--- config.mk ---
export PLATFORM = sky130hd
export DESIGN_NAME = sprite_printer_top
export DESIGN_NICKNAME = d
export VERILOG_FILES = /design/src/sprite_pkg.sv /design/src/sprite_regbank.sv /design/src/print_control.sv /design/src/sprite_line_emitter.sv /design/src/sprite_printer_top.sv
export SDC_FILE = /design/constraint.sdc
export NUM_CORES = 1
export LEC_CHECK = 0
export ABC_AREA = 0
export BUFFER_PORTS_ARGS = -buffer_cell sky130_fd_sc_hd__buf_2
export CAP_MARGIN = 0
export CORE_ASPECT_RATIO = 0.75
export CORE_MARGIN = 5
export CORE_UTILIZATION = 55
export CTS_BUF_LIST = sky130_fd_sc_hd__clkbuf_8
export DETAILED_ROUTE_END_ITERATION = 8
export PLACE_DENSITY = 0.72
export RECOVER_POWER = 50
export SKIP_CTS_REPAIR_TIMING = 1
export SLEW_MARGIN = 0
export SYNTH_ARGS = -nofsm -noshare
export SYNTH_HDL_FRONTEND = slang
export SYNTH_HIERARCHICAL = 1
export SYNTH_SLANG_ARGS = --single-unit
--- constraint.sdc ---
create_clock -name clk -period 4.15 [get_ports clk]
set_input_delay 0.83 -clock clk [delete_from_list [all_inputs] [get_ports clk]]
set_output_delay 0.83 -clock clk [all_outputs]
set_load 0.02 [all_outputs]
--- src/sprite_pkg.sv ---
// Sprite printer shared types
package sprite_pkg;

	////////////////////////////////////////
	// widths that carry a meaning.
	////////////////////////////////////////

	typedef logic [9:0]  coord_t;         // screen x or y coordinate.
	typedef logic [13:0] mem_addr_t;      // sprite memory address.
	typedef logic [2:0]  sprite_index_t;  // register bank index, eight entries.
	typedef logic [4:0]  sprite_offset_t; // pixel offset inside one sprite.

	// every sprite is a square of this many pixels on a side.
	localparam int SPRITE_SIZE = 20;

	// the last word of sprite memory holds the background color.
	localparam mem_addr_t BG_ADDR = 14'd16383;

	////////////////////////////////////////
	// register bank entry and lookup result.
	////////////////////////////////////////

	// one sprite register, 35 bits in all.
	typedef struct packed {
		logic      active; // entry takes part in the hit search.
		coord_t    pos_x;  // left column of the sprite on screen.
		coord_t    pos_y;  // top line of the sprite on screen.
		mem_addr_t base;   // address of the top-left pixel.
	} sprite_entry_t;

	// result of one coordinate search.
	// row and col are only meaningful when hit is set.
	typedef struct packed {
		logic           hit;
		mem_addr_t      base;
		sprite_offset_t row; // line offset from the sprite top.
		sprite_offset_t col; // column offset from the sprite left edge.
	} lookup_t;

	////////////////////////////////////////
	// print FSM states.
	////////////////////////////////////////

	typedef enum logic [2:0] {
		st_idle,   // waiting for a coordinate request.
		st_lookup, // register bank is searching.
		st_decide, // search result is on the lookup bus.
		st_sprite, // emitter is running a sprite line.
		st_wait1,  // background path, first wait cycle.
		st_wait2   // background path, second wait cycle.
	} print_state_t;

endpackage

--- src/sprite_regbank.sv ---
// Sprite register bank
`timescale 1ns/100ps

module sprite_regbank #(
	parameter int NUM_SPRITES = 8
) (
	input  logic                     clk,
	input  logic                     reset,
	input  logic                     reg_wr,
	input  sprite_pkg::sprite_index_t reg_index,
	input  sprite_pkg::sprite_entry_t reg_entry,
	input  logic                     check_req,
	input  sprite_pkg::coord_t       check_x,
	input  sprite_pkg::coord_t       check_y,
	output sprite_pkg::lookup_t      lookup,
	output logic                     lookup_valid
);
	import sprite_pkg::*;

	sprite_entry_t bank [NUM_SPRITES]; // the sprite registers.
	lookup_t       lookup_next;        // combinational search result.

	// true when c lies on one of the SPRITE_SIZE pixels starting at pos.
	// the sum is one bit wider so sprites near the screen edge do not wrap.
	function automatic logic in_span(input coord_t pos, input coord_t c);
		logic [$bits(coord_t):0] lo;
		logic [$bits(coord_t):0] hi;
		lo = {1'b0, pos};
		hi = lo + ($bits(coord_t) + 1)'(SPRITE_SIZE);
		return ({1'b0, c} >= lo) && ({1'b0, c} < hi);
	endfunction

	////////////////////////////////////////
	// register writes.
	////////////////////////////////////////

	always_ff @(posedge clk or negedge reset) begin
		if (!reset) begin
			for (int i = 0; i < NUM_SPRITES; i++)
				bank[i] <= '0; // every entry starts inactive.
		end else if (reg_wr && (int'(reg_index) < NUM_SPRITES)) begin
			bank[reg_index] <= reg_entry; // seen by lookups from the next cycle.
		end
	end

	////////////////////////////////////////
	// parallel hit search.
	////////////////////////////////////////

	// the loop walks down from the top entry, so the lowest matching
	// index is the last one to write the result and wins.
	always_comb begin
		lookup_next = '0;
		for (int i = NUM_SPRITES - 1; i >= 0; i--) begin
			if (bank[i].active && in_span(bank[i].pos_x, check_x) &&
			    in_span(bank[i].pos_y, check_y)) begin
				lookup_next.hit  = 1'b1;
				lookup_next.base = bank[i].base;
				lookup_next.row  = sprite_offset_t'(check_y - bank[i].pos_y);
				lookup_next.col  = sprite_offset_t'(check_x - bank[i].pos_x);
			end
		end
	end

	// the valid strobe is a one-cycle echo of the request.
	always_ff @(posedge clk or negedge reset) begin
		if (!reset)
			lookup_valid <= 1'b0;
		else
			lookup_valid <= check_req;
	end

	// result is held until the next search, a miss leaves hit low.
	always_ff @(posedge clk) begin
		if (check_req)
			lookup <= lookup_next;
	end

endmodule

--- src/print_control.sv ---
// Pixel print state machine
`timescale 1ns/100ps

module print_control (
	input  logic                clk,
	input  logic                reset,
	input  logic                pix_req,
	input  sprite_pkg::coord_t  pix_x,
	input  sprite_pkg::coord_t  pix_y,
	input  sprite_pkg::lookup_t lookup,
	input  logic                lookup_valid,
	input  logic                line_done,
	output logic                check_req,
	output sprite_pkg::coord_t  check_x,
	output sprite_pkg::coord_t  check_y,
	output logic                line_start,
	output sprite_pkg::lookup_t line_info,
	output logic                bg_valid,
	output logic                busy
);
	import sprite_pkg::*;

	print_state_t state;
	print_state_t next_state;
	logic         accept; // request taken in this cycle.

	// a request is only taken while idle and not busy.
	// busy stays high for the cycle of the background strobe, so a
	// request there is dropped like any other request while busy.
	assign accept = (state == st_idle) && pix_req && !busy;

	////////////////////////////////////////
	// next state.
	////////////////////////////////////////

	always_comb begin
		next_state = state;
		case (state)
			st_idle: begin
				if (accept)
					next_state = st_lookup;
			end
			st_lookup: next_state = st_decide; // bank registers its result now.
			st_decide: begin
				if (lookup_valid) begin
					if (lookup.hit)
						next_state = st_sprite; // sprite found under the pixel.
					else
						next_state = st_wait1;  // background pixel.
				end
			end
			st_sprite: begin
				if (line_done)
					next_state = st_idle; // last address of the line is out.
			end
			st_wait1: next_state = st_wait2;
			st_wait2: next_state = st_idle; // background strobe goes out here.
			default:  next_state = st_idle;
		endcase
	end

	////////////////////////////////////////
	// state and strobes.
	////////////////////////////////////////

	always_ff @(posedge clk or negedge reset) begin
		if (!reset) begin
			state      <= st_idle;
			check_req  <= 1'b0;
			line_start <= 1'b0;
			bg_valid   <= 1'b0;
			busy       <= 1'b0;
		end else begin
			state      <= next_state;
			check_req  <= accept;                               // one-cycle search strobe.
			line_start <= (state == st_decide) && lookup_valid && lookup.hit;
			bg_valid   <= (state == st_wait2);                  // single background strobe.
			case (state)
				st_idle:   busy <= accept; // also clears busy after the background strobe.
				st_sprite: busy <= !line_done;
				default:   busy <= 1'b1;
			endcase
		end
	end

	////////////////////////////////////////
	// coordinate and line payload.
	////////////////////////////////////////

	// the coordinate is latched with the request and held for the bank.
	always_ff @(posedge clk) begin
		if (accept) begin
			check_x <= pix_x;
			check_y <= pix_y;
		end
	end

	// the emitter copies this on line_start.
	always_ff @(posedge clk) begin
		if (state == st_decide && lookup_valid)
			line_info <= lookup;
	end

endmodule

--- src/sprite_line_emitter.sv ---
// Sprite line address emitter
`timescale 1ns/100ps

module sprite_line_emitter (
	input  logic                  clk,
	input  logic                  reset,
	input  logic                  line_start,
	input  sprite_pkg::lookup_t   line_info,
	output logic                  mem_valid,
	output sprite_pkg::mem_addr_t mem_addr,
	output logic                  line_done
);
	import sprite_pkg::*;

	logic           active;    // a line is being emitted.
	mem_addr_t      row_base;  // address of column 0 on the current line.
	sprite_offset_t col_cnt;   // column of the address now on the output.
	mem_addr_t      start_row; // row base computed from line_info.
	logic           last_col;  // the current column is the sprite's last one.

	////////////////////////////////////////
	// row base from the lookup result.
	////////////////////////////////////////

	// base plus row times the sprite width, all in memory address width.
	always_comb begin
		start_row = line_info.base + mem_addr_t'(line_info.row) * mem_addr_t'(SPRITE_SIZE);
	end

	assign last_col = (col_cnt == sprite_offset_t'(SPRITE_SIZE - 1));

	////////////////////////////////////////
	// column counter.
	////////////////////////////////////////

	// the first address appears the cycle after line_start and one more
	// follows every cycle until the last column has been shown.
	always_ff @(posedge clk or negedge reset) begin
		if (!reset) begin
			active <= 1'b0;
		end else if (line_start) begin
			active <= 1'b1;
		end else if (active && last_col) begin
			active <= 1'b0; // line finished.
		end
	end

	always_ff @(posedge clk) begin
		if (line_start) begin
			row_base <= start_row;
			col_cnt  <= line_info.col; // the run starts at the hit column.
		end else if (active && !last_col) begin
			col_cnt <= col_cnt + 1'b1;
		end
	end

	////////////////////////////////////////
	// outputs.
	////////////////////////////////////////

	assign mem_valid = active;
	assign line_done = active && last_col; // marks the final address of the line.

	// idle cycles put zero on the address lines.
	always_comb begin
		if (active)
			mem_addr = row_base + mem_addr_t'(col_cnt);
		else
			mem_addr = '0;
	end

endmodule

--- src/sprite_printer_top.sv ---
// Sprite printer top level
`timescale 1ns/100ps

module sprite_printer_top #(
	parameter int NUM_SPRITES = 8
) (
	input  logic                      clk,
	input  logic                      reset,
	input  logic                      reg_wr,
	input  sprite_pkg::sprite_index_t reg_index,
	input  sprite_pkg::sprite_entry_t reg_entry,
	input  logic                      pix_req,
	input  sprite_pkg::coord_t        pix_x,
	input  sprite_pkg::coord_t        pix_y,
	output logic                      mem_valid,
	output sprite_pkg::mem_addr_t     mem_addr,
	output logic                      sprite_on,
	output logic                      busy
);
	import sprite_pkg::*;

	logic      check_req;    // search strobe to the bank.
	coord_t    check_x;
	coord_t    check_y;
	lookup_t   lookup;       // search result.
	logic      lookup_valid;
	logic      line_start;   // starts the emitter.
	lookup_t   line_info;
	logic      line_done;    // emitter is on its last address.
	logic      bg_valid;     // background strobe from the FSM.
	logic      emit_valid;
	mem_addr_t emit_addr;

	sprite_regbank #(
		.NUM_SPRITES (NUM_SPRITES)
	) u_sprite_regbank (
		.clk, .reset,
		.reg_wr, .reg_index, .reg_entry,
		.check_req, .check_x, .check_y,
		.lookup, .lookup_valid
	);

	print_control u_print_control (
		.clk, .reset,
		.pix_req, .pix_x, .pix_y,
		.lookup, .lookup_valid, .line_done,
		.check_req, .check_x, .check_y,
		.line_start, .line_info, .bg_valid, .busy
	);

	sprite_line_emitter u_sprite_line_emitter (
		.clk, .reset,
		.line_start, .line_info,
		.mem_valid (emit_valid),
		.mem_addr  (emit_addr),
		.line_done
	);

	////////////////////////////////////////
	// output merge.
	////////////////////////////////////////

	// the two sources never strobe in the same cycle.
	assign mem_valid = emit_valid | bg_valid;
	assign mem_addr  = bg_valid ? BG_ADDR : emit_addr; // emitter gives zero when idle.
	assign sprite_on = emit_valid;

endmodule

==> flow_summary_export.csv, run 1 <==
group,metric,value,unit
status,outcome,"complete, but fails checks",
status,violations,"max-capacitance violations, max-slew violations",
floorplan,core.rowCount,68,
synth,synthesis.area,25400,µm²
drt,drt-total-wl,74300,µm
timing,hold_viol_final,0,
finish,num_antenna_cells,0,
floorplan,fp.dieArea,50700,µm²
finish,filler_cell_count,3724,
finish,drive_above_1_share,18.3,%
power_and_ir_drop,power_density,552,nW/µm²
drt,vias,20300,
grt,initial_antenna_violation_count,4,
timing,rsz_0062_raised_after_global_routing,"no",
grt,grt_use_total,29.1,%
worst_setup_path,arrival,4.50,ns
finish,area.growth.synth_to_final,11.3,%
timing,achievable-frequency,247,MHz
floorplan,core,45900,µm²
run,cap_viol_max_count,3,
grt,gr-total-overflow,0,
clock_network,clk-insertion-delay-late,0.65,ns
worst_setup_path,class_of_the_most_critical_setup_path,"reg -> reg",
drt,antenna_left,0,
grt,first_pass_grt_wire_length,116000,µm
drt,first_pass_iters,5,
timing,worst_pin_slew,2.83,ns
power_and_ir_drop,power_leakage,12.8,nW
place,port-buffer-count,78,
floorplan,fp.dieW,258,µm
worst_setup_path,required,4.61,ns
worst_setup_path,timing.rr.end,"u_sprite_regbank/lookup[7]",
grt,grt_start_max_net_pins,86,
floorplan,io-pin-count,79,
drt,route.detailed.drc,0,
drt,drt-vias-per-instance,6.28,
synth,syn-mean-instance-area,10.5,µm²
finish,layout_commonest_cell,"sky130_fd_sc_hd__ha_1",
drt,drt-wirelength-per-cell,23.1,µm
timing,slew_headroom,-88.9,%
clock_network,htree_levels,3,
power_and_ir_drop,fin_total_pwr,15.6,mW
drt,drt_iter0_drc,1605,
worst_setup_path,cp-start-kind,"register",
worst_setup_path,cp-end-kind,"register",
timing,timing.clock.skew,0.0306,ns
worst_hold_path,hold_depth,1,
synth,synthesis.yosys.warnings,6,
synth,synthCells,2425,
timing,final.min_clock_period,4.04,ns
place,dpl.hpwl,54900,µm
clock_network,maximum_number_of_buffers_from_clock_root_to_sink,3,
grt,grt_pass1_vias,20300,
place,place.gp.congestion,0.965,
timing,final.period_utilization,97.5,%
clock_network,tritoncts,"built",
worst_setup_path,worst-r2r-setup-slack,0.11,ns
timing,worst_hold_slack,0.357,ns
floorplan,floorplan.die.height,196,µm
power_and_ir_drop,vdd.ir_drop.worst,0.000334,V
clock_network,clkSlewWorstSetupHoldPaths,0.06,ns
finish,final_nets,2986,
clock_network,numClockSinks,377,
worst_setup_path,worstPathMaxFanout,12,
worst_setup_path,worstReg2RegStart,"u_sprite_regbank/bank[166]",
clock_network,root_buffer,"sky130_fd_sc_hd__clkbuf_8",
worst_hold_path,worst_case_hold_path_end_point,"u_print_control/check_x[1]",
floorplan,initial_core_util,55.5,%
finish,fin_area,28300,µm²
timing,maxSlewViolCount,164,
place,place_area,27000,µm²
timing,final-setup-viol-count,0,
worst_hold_path,hp-class,"in -> reg",
clock_network,cts-buffers-inserted,66,
finish,top_library_cells_by_usage_in_the_layout_fill_and_taps_aside,"sky130_fd_sc_hd__ha_1 (325), sky130_fd_sc_hd__dfrtp_1 (289), sky130_fd_sc_hd__inv_1 (224)",
synth,synth.net_count,2831,
worst_setup_path,ff2ff_path_depth,16,
worst_hold_path,hold_path.startpoint,"pix_x[1]",
==> sequential cells by signal, indices dropped and copies added (netlist names) <==
register and cells:
u_sprite_regbank/lookup 25, u_sprite_regbank/lookup_valid 1, u_print_control/check_x 10, u_print_control/line_info 24, u_print_control/line_start 1, u_sprite_regbank/bank 280, u_sprite_line_emitter/col_cnt 5, u_sprite_line_emitter/mem_valid 1
u_print_control/bg_valid 1, u_print_control/check_req 1, u_print_control/check_y 10, u_sprite_line_emitter/row_base 14, u_print_control/busy 1, u_print_control/state 3
==> power breakdown <==
part	internal, mW	switching [mW]	leakage [nW]
Sequential	4.67	0.710	4.30
Clock	2.02	1.58	0.783
Combinational	2.90	3.77	7.71
Total	9.58	6.06	12.8
==> worst max-delay path by stage <==
stage                                              to                  startpoint  slack [ns]
after floorplan            u_sprite_regbank/lookup[5]  u_print_control/check_x[1]        0.72
after global placement     u_sprite_regbank/lookup[7]  u_print_control/check_x[1]        0.06
after detailed placement  u_sprite_regbank/lookup[24]  u_sprite_regbank/bank[166]        0.03
after CTS                 u_sprite_regbank/lookup[24]  u_print_control/check_x[0]      -0.003
after global routing      u_sprite_regbank/lookup[23]  u_sprite_regbank/bank[226]        0.03
final                      u_sprite_regbank/lookup[7]  u_sprite_regbank/bank[166]        0.11
==> per-layer routing <==
| metal | track usage, % | part of all wire [%] | wire [µm] |
|---|---|---|---|
| met2 | 44.0 | 43 | 31900 |
| met1 | 42.0 | 45 | 33600 |
| met3 | 6.90 | 8.7 | 6480 |
| met5 | 0 | 0.013 | 10 |
| met4 | 9.05 | 3.2 | 2350 |
==> worst max-delay path, stage by stage, from the launching register on <==
cell                       delay (ns)
sky130_fd_sc_hd__dfrtp_1         0.44
sky130_fd_sc_hd__ha_1            0.21
sky130_fd_sc_hd__nor2_1          0.06
sky130_fd_sc_hd__nor2_2          0.18
sky130_fd_sc_hd__nand3_1         0.13
sky130_fd_sc_hd__xnor2_1         0.15
sky130_fd_sc_hd__ha_1            0.27
sky130_fd_sc_hd__o211ai_1        0.10
sky130_fd_sc_hd__a21oi_1         0.12
sky130_fd_sc_hd__o21ai_0         0.11
sky130_fd_sc_hd__a32oi_2         0.55
sky130_fd_sc_hd__nor4_2          0.08
sky130_fd_sc_hd__buf_4           0.22
sky130_fd_sc_hd__or2_4           0.35
sky130_fd_sc_hd__a311o_1         0.34
sky130_fd_sc_hd__a211o_1         0.27
sky130_fd_sc_hd__a31oi_1         0.26
==> final cells by class <==
class	instances	area (µm²)	share of cell area, %
sequential	377	9870	34.9
tap	595	744	2.63
timing repair buffer	155	1000	3.55
multi-input combinational	1775	14600	51.4
inverter	205	769	2.72
clock inverter	32	213	0.751
clock buffer	85	1170	4.13
==> through the flow <==
step	setup WS [ns]	setup TNS (ns)	util (%)	cells
final	0.105	0	61.8	3224
after global routing	0.0326	0	61.8	3224
after CTS	-0.00310	-0.00310	61.8	3224
after detailed placement	0.0270	0	58.8	3107
after global placement	0.0583	0	58.8	3107
after floorplan	0.719	0	-	2425
Power figures use the tool's default switching activity.
==> inputs of run 2 (changes only) <==
Clock period 4.15 ns to 5.1 ns, I/O delays scaled along.
==> run 2 against run 1 <==
  * Hold slack better by 0.052 ns
  * Critical path depth down 3
  * Via count down 1.2%
  * Non-clock buffer count down 27
  * Routed wire length up 0.23%
  * Utilization down 0.91 points
  * Clock-buffer cell count down 15
  * Sequential power down 18%
  * The run still ends with max-capacitance violations, max-slew violations left
  * Maximum frequency down 13%
  * Power down 21%
  * Setup slack better by 0.37 ns
==> flow_summary_export.csv, run 2 (synthesized netlist as in run 1, its figures left out) <==
group,metric,value,unit
finish,layout_commonest_cell,"sky130_fd_sc_hd__ha_1",
finish,num_antenna_cells,0,
worst_hold_path,worst_case_hold_path_end_point,"u_print_control/line_info[2]",
status,outcome,"complete, but fails checks",
grt,initial_antenna_violation_count,4,
finish,top_library_cells_by_usage_in_the_layout_fill_and_taps_aside,"sky130_fd_sc_hd__ha_1 (325), sky130_fd_sc_hd__dfrtp_1 (289), sky130_fd_sc_hd__inv_1 (228)",
drt,drt-vias-per-instance,6.26,
finish,top_register,"u_sprite_regbank/bank",
timing,worst_hold_slack,0.409,ns
clock_network,htree_levels,3,
finish,finish.cell_count_without_fillers,3200,
finish,final_nets,2959,
finish,drive_above_1_share,17.0,%
finish,largestRegisters,"u_sprite_regbank/bank x280, u_sprite_regbank/lookup x25, u_print_control/line_info x24",
grt,grt_start_max_net_pins,108,
floorplan,io-pin-count,79,
finish,filler_cell_count,3783,
worst_setup_path,most_prevalent_standard_cell_on_the_critical_path,"sky130_fd_sc_hd__ha_1",
drt,route.met2.wl,31800,µm
run,cap_viol_max_count,6,
timing,rsz_0062_raised_after_global_routing,"no",
clock_network,root_buffer,"sky130_fd_sc_hd__clkbuf_8",
grt,grt_use_total,29.4,%
timing,layout_setup_ws,0.471,ns
status,violations,"max-capacitance violations, max-slew violations",
drt,route.top_layer_used,"met5",
worst_setup_path,class_of_the_most_critical_setup_path,"reg -> reg",
power_and_ir_drop,power_density,444,nW/µm²
finish,area.growth.synth_to_final,9.69,%
place,place.gp.congestion,0.963,
worst_setup_path,cpLargestDelayFamily,"compound AO/OA/AOI/OAI gates",
timing,slew_headroom,-102,%
grt,grt_pass1_vias,20300,
grt,gr-total-overflow,0,
drt,wl_met3,6820,µm
worst_setup_path,ff2ff_path_depth,13,
timing,final.setup.tns,0,ns
worst_setup_path,timing.rr.end,"u_sprite_regbank/lookup[13]",
worst_setup_path,worstPathMaxFanout,20,
worst_hold_path,hp-class,"reg -> reg",
finish,register_area,9870,µm²
place,place.detailed.instances,3080,
timing,final.min_clock_period,4.63,ns
finish,largest_register_ff_count,280,
timing,timing.clock.skew,0.0319,ns
worst_setup_path,cpPeakStageDelay,0.93,ns
timing,maxSlewViolCount,280,
drt,antenna_left,0,
worst_setup_path,arrival,5.07,ns
finish,final_core_util,60.9,%
clock_network,numClockSinks,377,
timing,achievable-frequency,216,MHz
timing,final.period_utilization,90.8,%
drt,drt-wirelength-per-cell,23.3,µm
drt,route.detailed.drc,0,
floorplan,fp.dieW,258,µm
floorplan,core.rowCount,68,
worst_setup_path,worstSetupPathDepth,13,
clock_network,clk-insertion-delay-late,0.66,ns
worst_setup_path,required,5.54,ns
worst_setup_path,worstReg2RegStart,"u_sprite_regbank/bank[16]",
clock_network,clkSlewWorstSetupHoldPaths,0.06,ns
drt,vias,20000,
drt,first_pass_iters,7,
grt,first_pass_grt_wire_length,117000,µm
power_and_ir_drop,vdd.ir_drop.worst,0.000244,V
clock_network,maximum_number_of_buffers_from_clock_root_to_sink,3,
floorplan,floorplan.die.height,196,µm
worst_setup_path,cp_cell_sequence,"ha_1, o21ai_0, xnor2_1, ha_1, a22oi_1, nand3_1, a211oi_1, o32ai_1, nor3_1, and2_1, a221oi_1, o311a_1, o311ai_1",
worst_setup_path,worst-r2r-setup-slack,0.47,ns
clock_network,tritoncts,"built",
timing,worst_pin_slew,3.02,ns
place,dpl_worst_slack,0.607,ns
place,port-buffer-count,78,
drt,drt_iter0_drc,1590,
clock_network,cts-buffers-inserted,66,
place,dpl.hpwl,54400,µm
worst_setup_path,worst-path-buf-inv,0,
finish,multi_input_comb_area,14500,µm²
worst_setup_path,critical-path-slowest-cell,"sky130_fd_sc_hd__and2_1",
floorplan,initial_core_util,55.5,%
floorplan,core,45900,µm²
power_and_ir_drop,power_leakage,12.6,nW
worst_setup_path,cp-start-kind,"register",
worst_hold_path,hold_depth,0,
drt,drt-total-wl,74500,µm
timing,hold_viol_final,0,
floorplan,fp.dieArea,50700,µm²
worst_hold_path,hold_path.startpoint,"u_sprite_regbank/lookup[2]",
worst_setup_path,cp-end-kind,"register",
drt,wl_met1,34000,µm
timing,final-setup-viol-count,0,
run 2: changes by cell type in the layout (fill, tap and decap cells not counted), moves of 3 or more:
cell and change:
sky130_fd_sc_hd__clkbuf_8 -15, sky130_fd_sc_hd__clkinv_1 +8, sky130_fd_sc_hd__inv_6 +4, sky130_fd_sc_hd__buf_4 -26
sky130_fd_sc_hd__buf_12 -3, sky130_fd_sc_hd__buf_2 +4, sky130_fd_sc_hd__inv_1 +4
run 2: per-stage QoR:
stage / cell area (µm²) / total power, mW
floorplan: 25400 / 7.91
global placement: 26700 / 9.40
detailed placement: 26700 / 9.62
CTS: 28000 / 12.3
global route: 27900 / 13.2
finish: 27900 / 12.4
run 2: worst register-to-register path, delay by kind of cell (launching register included):
| family | cells | cell delay (ns) |
|---|---|---|
| AOI/OAI and AO/OA | 7 | 1.72 |
| adders and majority gates | 2 | 0.52 |
| xor gates and xnor gates | 1 | 0.15 |
| DFF | 1 | 0.42 |
| and+or+nand+nor | 3 | 1.58 |
run 2: area by class of cell:
cell class	count	area share [%]
multi-input combinational	1775	52.0
inverter	205	2.76
clock inverter	50	0.968
clock buffer	70	3.45
sequential	377	35.4
timing repair buffer	128	2.73
tap	595	2.67
run 2: how the worst max path moves through the flow:
stage,from,endpoint
floorplan,pix_req,u_print_control/check_x[0]
global placement,u_print_control/check_y[5],u_sprite_regbank/lookup[24]
detailed placement,u_sprite_regbank/bank[16],u_sprite_regbank/lookup[13]
CTS,u_sprite_regbank/bank[16],u_sprite_regbank/lookup[13]
global route,u_sprite_regbank/bank[16],u_sprite_regbank/lookup[22]
finish,u_sprite_regbank/bank[16],u_sprite_regbank/lookup[13]
run 2: power breakdown:
group          internal, mW  switching, mW  leakage, nW
clock                  1.34           1.34        0.720
sequential             3.80          0.600         4.30
combinational          2.28           3.03         7.57
total                  7.42           4.97         12.6
run 2: per-layer routing:
layer	vias to the layer above	GRT usage (%)
met4	2	8.53
met2	825	43.6
li1	9161	-
met3	139	7.36
met1	9893	43.1
met5	-	0
